===== src/hw/vi_pkg.sv =====
// Widths, RV32 encodings and pipeline records shared by every vi_core block
package vi_pkg;

	localparam int XLEN        = 32;
	localparam int REG_ADDR_W  = 5;
	localparam int MULT_STAGES = 5;
	localparam logic [XLEN-1:0] PC_STEP = 32'd4;

	// Major opcodes
	localparam logic [6:0] OPC_OP     = 7'b0110011;
	localparam logic [6:0] OPC_OP_IMM = 7'b0010011;

	localparam logic [2:0] F3_ADD_SUB = 3'b000;
	localparam logic [2:0] F3_XOR     = 3'b100;
	localparam logic [2:0] F3_OR      = 3'b110;
	localparam logic [2:0] F3_AND     = 3'b111;
	localparam logic [2:0] F3_MUL     = 3'b000;

	localparam logic [6:0] F7_BASE   = 7'b0000000;
	localparam logic [6:0] F7_SUB    = 7'b0100000;
	localparam logic [6:0] F7_MULDIV = 7'b0000001;

	typedef struct packed {
		logic [6:0]            funct7;
		logic [REG_ADDR_W-1:0] rs2;
		logic [REG_ADDR_W-1:0] rs1;
		logic [2:0]            funct3;
		logic [REG_ADDR_W-1:0] rd;
		logic [6:0]            opcode;
	} r_fmt_t;

	typedef struct packed {
		logic [11:0]           imm12;
		logic [REG_ADDR_W-1:0] rs1;
		logic [2:0]            funct3;
		logic [REG_ADDR_W-1:0] rd;
		logic [6:0]            opcode;
	} i_fmt_t;

	// Same word, two readings
	typedef union packed {
		r_fmt_t rtype;
		i_fmt_t itype;
	} instr_u;

	typedef enum logic [2:0] {
		ALU_ADD,
		ALU_SUB,
		ALU_AND,
		ALU_OR,
		ALU_XOR,
		ALU_MUL,
		ALU_NOP
	} alu_op_e;

	typedef struct packed {
		logic            valid;
		instr_u          instr;
		logic [XLEN-1:0] pc;
	} fetch_t;

	typedef struct packed {
		logic                  valid;
		logic [XLEN-1:0]       pc;
		alu_op_e               op;
		logic [REG_ADDR_W-1:0] rs1;
		logic [REG_ADDR_W-1:0] rs2;
		logic [REG_ADDR_W-1:0] rd;
		logic                  use_imm;
		logic [XLEN-1:0]       imm;
		logic                  wr_en;
	} uop_t;

	typedef struct packed {
		uop_t            uop;
		logic [XLEN-1:0] a;
		logic [XLEN-1:0] b;
	} exe_t;

	typedef struct packed {
		logic                  valid;
		logic [XLEN-1:0]       pc;
		logic [REG_ADDR_W-1:0] rd;
		logic                  wr_en;
		logic [XLEN-1:0]       data;
	} wb_t;

	typedef struct packed {
		logic [XLEN-1:0]       pc;
		logic [REG_ADDR_W-1:0] rd;
		logic                  wr_en;
		logic [XLEN-1:0]       data;
	} retire_t;

endpackage


===== src/hw/vi_fetch.sv =====
// Input side of vi_core: takes instruction words when not stalled, stamps the pc, feeds decode
module vi_fetch (
	input  logic           clk_i,
	input  logic           rst_i,
	input  logic           instr_valid_i,
	input  vi_pkg::instr_u instr_i,
	input  logic           stall_core_i,
	output vi_pkg::fetch_t fetch_o
);

	vi_pkg::fetch_t dec_q;
	logic [vi_pkg::XLEN-1:0] pc_q;

	always_ff @(posedge clk_i) begin
		if (rst_i) begin
			dec_q.valid <= 1'b0;
			pc_q <= '0;
		end else if (!stall_core_i) begin
			// Decode slot empties when nothing new arrives
			dec_q.valid <= instr_valid_i;
			if (instr_valid_i) begin
				dec_q.instr <= instr_i;
				dec_q.pc <= pc_q;
				pc_q <= pc_q + vi_pkg::PC_STEP;
			end
		end
	end

	assign fetch_o = dec_q;

endmodule


===== src/hw/vi_decoder.sv =====
// Decode stage of vi_core: turns the fetched word into a micro-op for the bypass stage
module vi_decoder (
	input  vi_pkg::fetch_t fetch_i,
	output vi_pkg::uop_t   uop_o
);

	vi_pkg::r_fmt_t  r_view;
	vi_pkg::i_fmt_t  i_view;
	vi_pkg::alu_op_e op;
	logic            use_imm;

	assign r_view = fetch_i.instr.rtype;
	assign i_view = fetch_i.instr.itype;

	always_comb begin
		op = vi_pkg::ALU_NOP;
		use_imm = 1'b0;
		case (r_view.opcode)
			vi_pkg::OPC_OP: begin
				case ({r_view.funct7, r_view.funct3})
					{vi_pkg::F7_BASE, vi_pkg::F3_ADD_SUB}: op = vi_pkg::ALU_ADD;
					{vi_pkg::F7_SUB, vi_pkg::F3_ADD_SUB}:  op = vi_pkg::ALU_SUB;
					{vi_pkg::F7_BASE, vi_pkg::F3_AND}:     op = vi_pkg::ALU_AND;
					{vi_pkg::F7_BASE, vi_pkg::F3_OR}:      op = vi_pkg::ALU_OR;
					{vi_pkg::F7_BASE, vi_pkg::F3_XOR}:     op = vi_pkg::ALU_XOR;
					{vi_pkg::F7_MULDIV, vi_pkg::F3_MUL}:   op = vi_pkg::ALU_MUL;
					default:                               op = vi_pkg::ALU_NOP;
				endcase
			end
			vi_pkg::OPC_OP_IMM: begin
				// Only ADDI from the immediate group
				if (i_view.funct3 == vi_pkg::F3_ADD_SUB) begin
					op = vi_pkg::ALU_ADD;
					use_imm = 1'b1;
				end
			end
			default: op = vi_pkg::ALU_NOP;
		endcase
	end

	always_comb begin
		uop_o = '0;
		uop_o.valid = fetch_i.valid;
		uop_o.pc = fetch_i.pc;
		uop_o.op = op;
		uop_o.use_imm = use_imm;
		// A NOP keeps zero indices so it never waits on a hazard
		if (op != vi_pkg::ALU_NOP) begin
			uop_o.rs1 = r_view.rs1;
			uop_o.rs2 = use_imm ? '0 : r_view.rs2;
			uop_o.rd = r_view.rd;
			uop_o.wr_en = 1'b1;
			if (use_imm) begin
				uop_o.imm = {{(vi_pkg::XLEN-12){i_view.imm12[11]}}, i_view.imm12};
			end
		end
	end

endmodule


===== src/hw/vi_int_registers.sv =====
// Integer register file of vi_core, two reads and one write per cycle, x0 hardwired to zero
module vi_int_registers (
	input  logic                          clk_i,
	input  logic                          rst_i,
	input  logic [vi_pkg::REG_ADDR_W-1:0] read_addr_a_i,
	input  logic [vi_pkg::REG_ADDR_W-1:0] read_addr_b_i,
	input  logic [vi_pkg::REG_ADDR_W-1:0] write_addr_i,
	input  logic                          write_enable_i,
	input  logic [vi_pkg::XLEN-1:0]       write_data_i,
	output logic [vi_pkg::XLEN-1:0]       read_data_a_o,
	output logic [vi_pkg::XLEN-1:0]       read_data_b_o
);

	// No storage behind index 0
	logic [vi_pkg::XLEN-1:0] regs [1:2**vi_pkg::REG_ADDR_W-1];

	always_ff @(posedge clk_i) begin
		if (rst_i) begin
			for (int i = 1; i < 2**vi_pkg::REG_ADDR_W; i++) begin
				regs[i] <= '0;
			end
		end else if (write_enable_i && write_addr_i != '0) begin
			regs[write_addr_i] <= write_data_i;
		end
	end

	// Same-cycle write is not visible here, writeback forwarding covers it
	assign read_data_a_o = (read_addr_a_i == '0) ? '0 : regs[read_addr_a_i];
	assign read_data_b_o = (read_addr_b_i == '0) ? '0 : regs[read_addr_b_i];

endmodule


===== src/hw/vi_bypass_ctrl.sv =====
// Hazard unit of vi_core: picks forwarded operands, stalls decode and issues into execute
module vi_bypass_ctrl (
	input  vi_pkg::uop_t                          uop_i,
	input  logic [vi_pkg::XLEN-1:0]               reg_a_i,
	input  logic [vi_pkg::XLEN-1:0]               reg_b_i,
	input  vi_pkg::wb_t                           alu_res_i,
	input  vi_pkg::wb_t [vi_pkg::MULT_STAGES-1:0] mult_stage_i,
	input  vi_pkg::wb_t                           wb_res_i,
	output vi_pkg::exe_t                          exe_o,
	output logic                                  stall_core_o
);

	logic alu_mul;
	logic mul_in_flight;
	logic busy_a;
	logic busy_b;

	function automatic logic hit(input vi_pkg::wb_t res, input logic [vi_pkg::REG_ADDR_W-1:0] src);
		return res.wr_en && res.rd == src && src != '0;
	endfunction

	// Source still waits on a MUL result that is not computed yet
	function automatic logic src_busy(input logic [vi_pkg::REG_ADDR_W-1:0] src);
		logic busy;
		busy = 1'b0;
		if (!(alu_res_i.valid && hit(alu_res_i, src))) begin
			if (alu_mul && hit(alu_res_i, src)) begin
				busy = 1'b1;
			end
			for (int s = 0; s < vi_pkg::MULT_STAGES - 1; s++) begin
				if (mult_stage_i[s].valid && hit(mult_stage_i[s], src)) begin
					busy = 1'b1;
				end
			end
		end
		return busy;
	endfunction

	// Youngest producer wins
	function automatic logic [vi_pkg::XLEN-1:0] fwd(input logic [vi_pkg::REG_ADDR_W-1:0] src,
			input logic [vi_pkg::XLEN-1:0] reg_val);
		if (alu_res_i.valid && hit(alu_res_i, src)) begin
			return alu_res_i.data;
		end
		if (mult_stage_i[vi_pkg::MULT_STAGES-1].valid && hit(mult_stage_i[vi_pkg::MULT_STAGES-1], src)) begin
			return mult_stage_i[vi_pkg::MULT_STAGES-1].data;
		end
		if (wb_res_i.valid && hit(wb_res_i, src)) begin
			return wb_res_i.data;
		end
		return reg_val;
	endfunction

	always_comb begin
		// A MUL sitting in execute shows up as a non-valid record that still owns its rd
		alu_mul = !alu_res_i.valid && alu_res_i.wr_en;
		mul_in_flight = alu_mul;
		for (int s = 0; s < vi_pkg::MULT_STAGES - 1; s++) begin
			mul_in_flight = mul_in_flight | mult_stage_i[s].valid;
		end

		busy_a = src_busy(uop_i.rs1);
		busy_b = !uop_i.use_imm && src_busy(uop_i.rs2);

		// Non-MUL ops wait for older MULs so retire stays in order
		stall_core_o = uop_i.valid &&
			(busy_a || busy_b || (uop_i.op != vi_pkg::ALU_MUL && mul_in_flight));

		exe_o = '0;
		if (uop_i.valid && !stall_core_o) begin
			exe_o.uop = uop_i;
			exe_o.a = fwd(uop_i.rs1, reg_a_i);
			exe_o.b = uop_i.use_imm ? uop_i.imm : fwd(uop_i.rs2, reg_b_i);
		end
	end

endmodule


===== src/hw/vi_int_alu.sv =====
// Execute stage of vi_core: single-cycle integer ops, hands MULs on to the multiplier
module vi_int_alu (
	input  logic         clk_i,
	input  logic         rst_i,
	input  vi_pkg::exe_t exe_i,
	output vi_pkg::wb_t  alu_res_o,
	output vi_pkg::exe_t mult_o
);

	vi_pkg::exe_t exe_q;
	logic is_mul;
	logic [vi_pkg::XLEN-1:0] result;

	always_ff @(posedge clk_i) begin
		if (rst_i) begin
			exe_q <= '0;
		end else begin
			exe_q <= exe_i;
		end
	end

	assign is_mul = exe_q.uop.valid && exe_q.uop.op == vi_pkg::ALU_MUL;

	always_comb begin
		case (exe_q.uop.op)
			vi_pkg::ALU_ADD: result = exe_q.a + exe_q.b;
			vi_pkg::ALU_SUB: result = exe_q.a - exe_q.b;
			vi_pkg::ALU_AND: result = exe_q.a & exe_q.b;
			vi_pkg::ALU_OR:  result = exe_q.a | exe_q.b;
			vi_pkg::ALU_XOR: result = exe_q.a ^ exe_q.b;
			default:         result = '0;
		endcase
	end

	// For a MUL valid drops but rd and wr_en stay, so decode sees it in flight
	always_comb begin
		alu_res_o.valid = exe_q.uop.valid && !is_mul;
		alu_res_o.pc = exe_q.uop.pc;
		alu_res_o.rd = exe_q.uop.rd;
		alu_res_o.wr_en = exe_q.uop.wr_en;
		alu_res_o.data = result;
	end

	assign mult_o = is_mul ? exe_q : '0;

endmodule


===== src/hw/vi_mult_pipe.sv =====
// Five-stage 32x32 multiplier of vi_core keeping the low word, micro-ops ride alongside
module vi_mult_pipe (
	input  logic                                  clk_i,
	input  logic                                  rst_i,
	input  vi_pkg::exe_t                          mult_i,
	output vi_pkg::wb_t [vi_pkg::MULT_STAGES-1:0] stage_o
);

	vi_pkg::uop_t [vi_pkg::MULT_STAGES-1:0] uop_q;

	logic [vi_pkg::XLEN-1:0]   s1_a;
	logic [vi_pkg::XLEN-1:0]   s1_b;
	logic [vi_pkg::XLEN-1:0]   s2_ll;
	logic [vi_pkg::XLEN/2-1:0] s2_lh;
	logic [vi_pkg::XLEN/2-1:0] s2_hl;
	logic [vi_pkg::XLEN-1:0]   s3_ll;
	logic [vi_pkg::XLEN/2-1:0] s3_cross;
	logic [vi_pkg::XLEN/2-1:0] s4_hi;
	logic [vi_pkg::XLEN/2-1:0] s4_lo;
	logic [vi_pkg::XLEN-1:0]   s5_prod;

	// Entry 0 is the youngest
	always_ff @(posedge clk_i) begin
		if (rst_i) begin
			uop_q <= '0;
		end else begin
			uop_q <= {uop_q[vi_pkg::MULT_STAGES-2:0], mult_i.uop};
		end
	end

	// Low word only needs ll plus the low halves of the cross terms
	always_ff @(posedge clk_i) begin
		s1_a <= mult_i.a;
		s1_b <= mult_i.b;

		s2_ll <= s1_a[vi_pkg::XLEN/2-1:0] * s1_b[vi_pkg::XLEN/2-1:0];
		s2_lh <= s1_a[vi_pkg::XLEN/2-1:0] * s1_b[vi_pkg::XLEN-1:vi_pkg::XLEN/2];
		s2_hl <= s1_a[vi_pkg::XLEN-1:vi_pkg::XLEN/2] * s1_b[vi_pkg::XLEN/2-1:0];

		s3_ll <= s2_ll;
		s3_cross <= s2_lh + s2_hl;

		s4_hi <= s3_ll[vi_pkg::XLEN-1:vi_pkg::XLEN/2] + s3_cross;
		s4_lo <= s3_ll[vi_pkg::XLEN/2-1:0];

		s5_prod <= {s4_hi, s4_lo};
	end

	always_comb begin
		for (int s = 0; s < vi_pkg::MULT_STAGES; s++) begin
			stage_o[s].valid = uop_q[s].valid;
			stage_o[s].pc = uop_q[s].pc;
			stage_o[s].rd = uop_q[s].rd;
			stage_o[s].wr_en = uop_q[s].wr_en;
			stage_o[s].data = '0;
		end
		stage_o[vi_pkg::MULT_STAGES-1].data = s5_prod;
	end

endmodule


===== src/hw/vi_writeback.sv =====
// Output side of vi_core: one result per cycle into the register file and the retire port
module vi_writeback (
	input  logic            clk_i,
	input  logic            rst_i,
	input  vi_pkg::wb_t     alu_res_i,
	input  vi_pkg::wb_t     mult_res_i,
	output vi_pkg::wb_t     wb_o,
	output logic            retire_valid_o,
	output vi_pkg::retire_t retire_o
);

	vi_pkg::wb_t wb_q;

	// MUL and ALU results never arrive together, the hazard unit orders them
	always_ff @(posedge clk_i) begin
		if (rst_i) begin
			wb_q <= '0;
		end else if (mult_res_i.valid) begin
			wb_q <= mult_res_i;
		end else if (alu_res_i.valid) begin
			wb_q <= alu_res_i;
		end else begin
			wb_q <= '0;
		end
	end

	assign wb_o = wb_q;
	assign retire_valid_o = wb_q.valid;

	always_comb begin
		retire_o.pc = wb_q.pc;
		retire_o.rd = wb_q.rd;
		retire_o.wr_en = wb_q.wr_en;
		retire_o.data = wb_q.data;
	end

endmodule


===== src/hw/vi_core.sv =====
// Top of the vi_core integer pipeline, wires fetch through writeback
module vi_core (
	input  logic            clk_i,
	input  logic            rst_i,
	input  logic            instr_valid_i,
	input  vi_pkg::instr_u  instr_i,
	output logic            stall_o,
	output logic            retire_valid_o,
	output vi_pkg::retire_t retire_o
);

	// Fetch to decode
	vi_pkg::fetch_t fetch_dec;
	vi_pkg::uop_t   dec_uop;

	// Register file reads
	logic [vi_pkg::XLEN-1:0] reg_data_a;
	logic [vi_pkg::XLEN-1:0] reg_data_b;

	// Execute and multiplier
	vi_pkg::exe_t bypass_exe;
	vi_pkg::wb_t  alu_res;
	vi_pkg::exe_t mult_in;
	vi_pkg::wb_t [vi_pkg::MULT_STAGES-1:0] mult_stage;

	vi_pkg::wb_t wb_res;
	logic        stall_core;

	assign stall_o = stall_core;

	vi_fetch fetch (
		.clk_i         (clk_i),
		.rst_i         (rst_i),
		.instr_valid_i (instr_valid_i),
		.instr_i       (instr_i),
		.stall_core_i  (stall_core),
		.fetch_o       (fetch_dec)
	);

	vi_decoder decoder (
		.fetch_i (fetch_dec),
		.uop_o   (dec_uop)
	);

	vi_int_registers int_registers (
		.clk_i          (clk_i),
		.rst_i          (rst_i),
		.read_addr_a_i  (dec_uop.rs1),
		.read_addr_b_i  (dec_uop.rs2),
		.write_addr_i   (wb_res.rd),
		.write_enable_i (wb_res.wr_en),
		.write_data_i   (wb_res.data),
		.read_data_a_o  (reg_data_a),
		.read_data_b_o  (reg_data_b)
	);

	vi_bypass_ctrl bypass_ctrl (
		.uop_i        (dec_uop),
		.reg_a_i      (reg_data_a),
		.reg_b_i      (reg_data_b),
		.alu_res_i    (alu_res),
		.mult_stage_i (mult_stage),
		.wb_res_i     (wb_res),
		.exe_o        (bypass_exe),
		.stall_core_o (stall_core)
	);

	vi_int_alu int_alu (
		.clk_i     (clk_i),
		.rst_i     (rst_i),
		.exe_i     (bypass_exe),
		.alu_res_o (alu_res),
		.mult_o    (mult_in)
	);

	vi_mult_pipe mult_pipe (
		.clk_i   (clk_i),
		.rst_i   (rst_i),
		.mult_i  (mult_in),
		.stage_o (mult_stage)
	);

	vi_writeback writeback (
		.clk_i          (clk_i),
		.rst_i          (rst_i),
		.alu_res_i      (alu_res),
		.mult_res_i     (mult_stage[vi_pkg::MULT_STAGES-1]),
		.wb_o           (wb_res),
		.retire_valid_o (retire_valid_o),
		.retire_o       (retire_o)
	);

endmodule


===== config.mk =====
export PLATFORM = sky130hd
export DESIGN_NAME = vi_core
export DESIGN_NICKNAME = d
export VERILOG_FILES = /design/src/hw/vi_pkg.sv /design/src/hw/vi_fetch.sv /design/src/hw/vi_decoder.sv /design/src/hw/vi_int_registers.sv /design/src/hw/vi_bypass_ctrl.sv /design/src/hw/vi_int_alu.sv /design/src/hw/vi_mult_pipe.sv /design/src/hw/vi_writeback.sv /design/src/hw/vi_core.sv
export SDC_FILE = /design/constraint.sdc
export NUM_CORES = 2
export LEC_CHECK = 0
export BUFFER_PORTS_ARGS = -buffer_cell sky130_fd_sc_hd__buf_4
export CORE_MARGIN = 2
export CORE_UTILIZATION = 35
export DETAILED_ROUTE_END_ITERATION = 6
export GPL_ROUTABILITY_DRIVEN = 0
export PLACE_DENSITY = 0.61
export SLEW_MARGIN = 10
export SYNTH_ARGS = -nofsm -noshare
export SYNTH_HDL_FRONTEND = slang
export SYNTH_SLANG_ARGS = --single-unit

===== constraint.sdc =====
create_clock -name clk_i -period 8.4 [get_ports clk_i]
set_input_delay 1.68 -clock clk_i [delete_from_list [all_inputs] [get_ports clk_i]]
set_output_delay 1.68 -clock clk_i [all_outputs]
set_load 0.005 [all_outputs]

==> results.sh <==
export IMPL_status="finished, violations left"
export IMPL_violations="DRC, capacitance limit, slew limit"
export IMPL_gr_total_overflow=0
export IMPL_slew_violations=2
export IMPL_slew_headroom_pct=-3.07
export IMPL_post_route_period_util_pct=87.1
export IMPL_h_tree_depth=4
export IMPL_p_int_mw=14.3
export IMPL_ys_async_sr_fraction_pct=0
export IMPL_vias=79600
export IMPL_pwr_share_comb_pct=3.0
export IMPL_postSynthCellCount=9587
export IMPL_clock_latency_ns=0.90
export IMPL_critPathLaunchType="register"
export IMPL_fin_crit_ns=7.32
export IMPL_postRouteAntennaNets=0
export IMPL_port_buffer_count=104
export IMPL_cts_resized=0
export IMPL_first_pass_iters=7
export IMPL_clock_skew_ns=0.0775
export IMPL_setup_worst_path_class="register to output port"
export IMPL_powerDensity_nw_per_um2=169
export IMPL_cpMostUsedCell="buf_4"
export IMPL_start_util_pct=35.2
export IMPL_layout_drive_gt1_share_pct=9.42
export IMPL_ys_seq_area_share_pct=46.0
export IMPL_yosys_warnings=0
export IMPL_seqPwrFrac_pct=49.8
export IMPL_switchingPower_mw=4.30
export IMPL_grt_pass1_vias=78400
export IMPL_core_area_sq_um=279000
export IMPL_drt_iter0_markers=12300
export IMPL_post_cts_setup_buffer_count=0
export IMPL_max_freq_ghz=0.137
export IMPL_path_buf_inv=2
export IMPL_cellLeakagePower_nw=41.9
export IMPL_ys_seq_elements=1715
export IMPL_path_max_fanout=33
export IMPL_grt_pass1_wl_microns=557000
export IMPL_synth_area_sq_um=98200
export IMPL_rsz0062_at_grt="false"
export IMPL_grt_max_degree=126
export IMPL_hold_buffers=0
export IMPL_crit_chain="nor4_2 -> nand3_2 -> o32ai_4 -> xor2_1 -> nor3_1 -> nand3_1 -> and4_4 -> o21a_1 -> buf_4 -> nor2b_1 -> buf_4"
export IMPL_hpwl_microns=246000
export IMPL_max_stage_delay_ns=1.13
export IMPL_synth_edf_count=1086
export IMPL_cp_end_kind="output port"
export IMPL_final_common_cell="and2_1"
export IMPL_pin_count=107
export IMPL_wl_per_cell_microns=29.2
export IMPL_slowest_stage="o32ai_4"
export IMPL_p_clk_share_pct=47.2
export IMPL_die_height_microns=534
export IMPL_syn_area_per_cell_sq_um=10.2
export IMPL_grt_usage_pct=26.5
export IMPL_nFillCells=26800
export IMPL_hold_ws_ns=0.315
export IMPL_critical_path_top_delay_family="simple AND/OR/NAND/NOR gates"
export IMPL_syn_to_final_growth_pct=11.9
export IMPL_cts_tree="yes"
export IMPL_power_switching_share_pct=23.1
export IMPL_synth_flop_cell="edfxtp_1"
export IMPL_ys_types=94
export IMPL_seq_area_sq_um=45200
export IMPL_final_cell_mix="1,274 x and2_1, 1,086 x edfxtp_1, 1,012 x nand2_1, 627 x dfxtp_1, 593 x inv_1"
export IMPL_drc=30
export IMPL_hold_viol_final=0
export IMPL_fin_tns_setup_ns=0
export IMPL_maxCapViolations=1
export IMPL_peakVddDrop_v=0.000232
export IMPL_die_width_microns=534
export IMPL_die_area_sq_um=285000
export IMPL_antenna_found_initial=43
export IMPL_cp_required_ns=6.72
export IMPL_min_path_type="register to register"
export IMPL_viasPerCell=5.98
export IMPL_tightest_slew_ns=1.53
export IMPL_cts_buffer_depth=3
export IMPL_setup_viol=0
export IMPL_cts_buffers=189
export IMPL_num_rows=194
export IMPL_routed_wl_microns=389000
export IMPL_cp_arrival_ns=5.64
export IMPL_finalPower_mw=18.6
export IMPL_clk_pin_slew_ns=0.06
export IMPL_cts_root_buf="clkbuf_16"
export IMPL_nets=10100
export IMPL_multi_input_area_sq_um=48100
export IMPL_numClockSinks=1715
## metrics by stage
stage	setup WS, ns	cells	area [sq um]	utilization (%)
6_report	1.08	13300	110000	39.4
5_1_grt	0.580	13300	110000	39.4
4_1_cts	1.15	13300	110000	39.4
3_5_place_dp	1.21	12900	103000	37.0
3_3_place_gp	1.31	12900	103000	37.0
2_1_floorplan	1.97	9620	98300	-
## state kept, by name (all words and copies together) (netlist names)
name,count
fetch.fetch_o,63
fetch.pc_q,30
int_alu.alu_res_o,36
int_alu.exe_q,68
int_registers.regs,1024
mult_pipe.s1_a,32
mult_pipe.s1_b,32
mult_pipe.s2_hl,16
mult_pipe.s2_lh,16
mult_pipe.s2_ll,32
mult_pipe.s3_cross,16
mult_pipe.s3_ll,32
mult_pipe.s4_hi,16
mult_pipe.s4_lo,16
mult_pipe.s5_prod,32
mult_pipe.stage_o,185
writeback.retire_o,68
writeback.retire_valid_o,1
## final timing paths
kind / from / endpoint / slack [ns] / cells past startpoint
max reg2reg: mult_pipe.s1_a[6] / mult_pipe.s2_ll[31] / 1.09 / 22
min reg2reg: mult_pipe.s4_lo[1] / mult_pipe.s5_prod[1] / 0.31 / 0
max: fetch.fetch_o[58] / stall_o / 1.08 / 11
min: mult_pipe.s4_lo[1] / mult_pipe.s5_prod[1] / 0.31 / 0
## worst reg2reg max path, cell delays in order (launching register included)
cell	delay, ns
dfxtp_1	1.06
nand2_1	0.21
fa_1	0.50
fa_1	0.57
inv_1	0.06
fa_1	0.54
inv_1	0.05
fa_1	0.39
fa_1	0.52
inv_1	0.05
fa_1	0.49
ha_1	0.37
a21o_1	0.20
a21o_1	0.16
a21oi_1	0.18
nand2_1	0.07
a2111oi_0	0.46
a21o_1	0.24
o21ai_0	0.16
o41a_1	0.38
a211o_1	0.27
a21oi_1	0.18
xnor2_1	0.13
## power by group through the flow
| stage | Clock [mW] | Sequential [mW] | Combinational, mW |
|---|---|---|---|
| 2_1_floorplan | 0 | 9.39 | 0.297 |
| 3_3_place_gp | 0 | 9.43 | 0.533 |
| 3_5_place_dp | 0 | 9.44 | 0.538 |
| 4_1_cts | 8.82 | 9.26 | 0.539 |
| 5_1_grt | 9.14 | 9.28 | 0.578 |
| 6_report | 8.77 | 9.26 | 0.566 |
## Yosys cell counts (all sizes together) (36+ instances only)
library cell / n / share of area (%)
a211oi: 80 / 0.61
a21o: 36 / 0.28
a21oi: 404 / 2.1
a221o: 47 / 0.48
a221oi: 288 / 2.6
a22oi: 180 / 1.4
a31oi: 71 / 0.45
and2: 1277 / 8.1
and3: 88 / 0.56
buf: 158 / 0.84
clkbuf: 625 / 2.4
dfxtp: 629 / 13
edfxtp: 1086 / 33
fa: 357 / 7.3
ha: 329 / 4.2
inv: 593 / 2.3
mux2i: 209 / 2.1
mux4: 60 / 1.4
nand2: 1013 / 3.9
nand3: 182 / 0.93
nor2: 366 / 1.4
nor2b: 178 / 1.1
nor3: 129 / 0.67
nor4: 51 / 0.43
o211ai: 120 / 0.93
o21ai: 333 / 1.7
or2: 40 / 0.25
xnor2: 192 / 1.7
xor2: 66 / 0.59
## per-layer routing
metal | global-route usage, % | up-vias | routed length (microns)
met1 | 33.3 | 38800 | 142000
met2 | 38.8 | 6164 | 161000
met4 | 17.2 | 44 | 30500
met5 | 0 | - | 299
li1 | - | 33100 | -
met3 | 8.95 | 1510 | 55300
## cell type report
type	count	share of cell area, %
antenna	12	0.0273
timing repair buffer	387	2.84
tap	3724	4.24
inverter	593	2.02
clock buffer	246	4.78
multi-input combinational	6529	43.8
clock inverter	109	1.17
sequential	1715	41.1
## kinds of logic (layout without fill, tap and decap cells)
family	count (synthesis)	count (layout)	share of synthesized area [%]
AO/OA/AOI/OAI	1837	1837	12.9
XOR/XNOR	258	258	2.30
adder cells (fa/ha/maj)	687	687	11.5
buffers and inverters	1376	1335	5.49
flip-flops	1715	1715	46.0
multiplexers	275	275	3.57
other	1	46	0.00382
AND/OR/NAND/NOR	3438	3438	18.2
No activity file was read; power rests on OpenSTA's default activity.
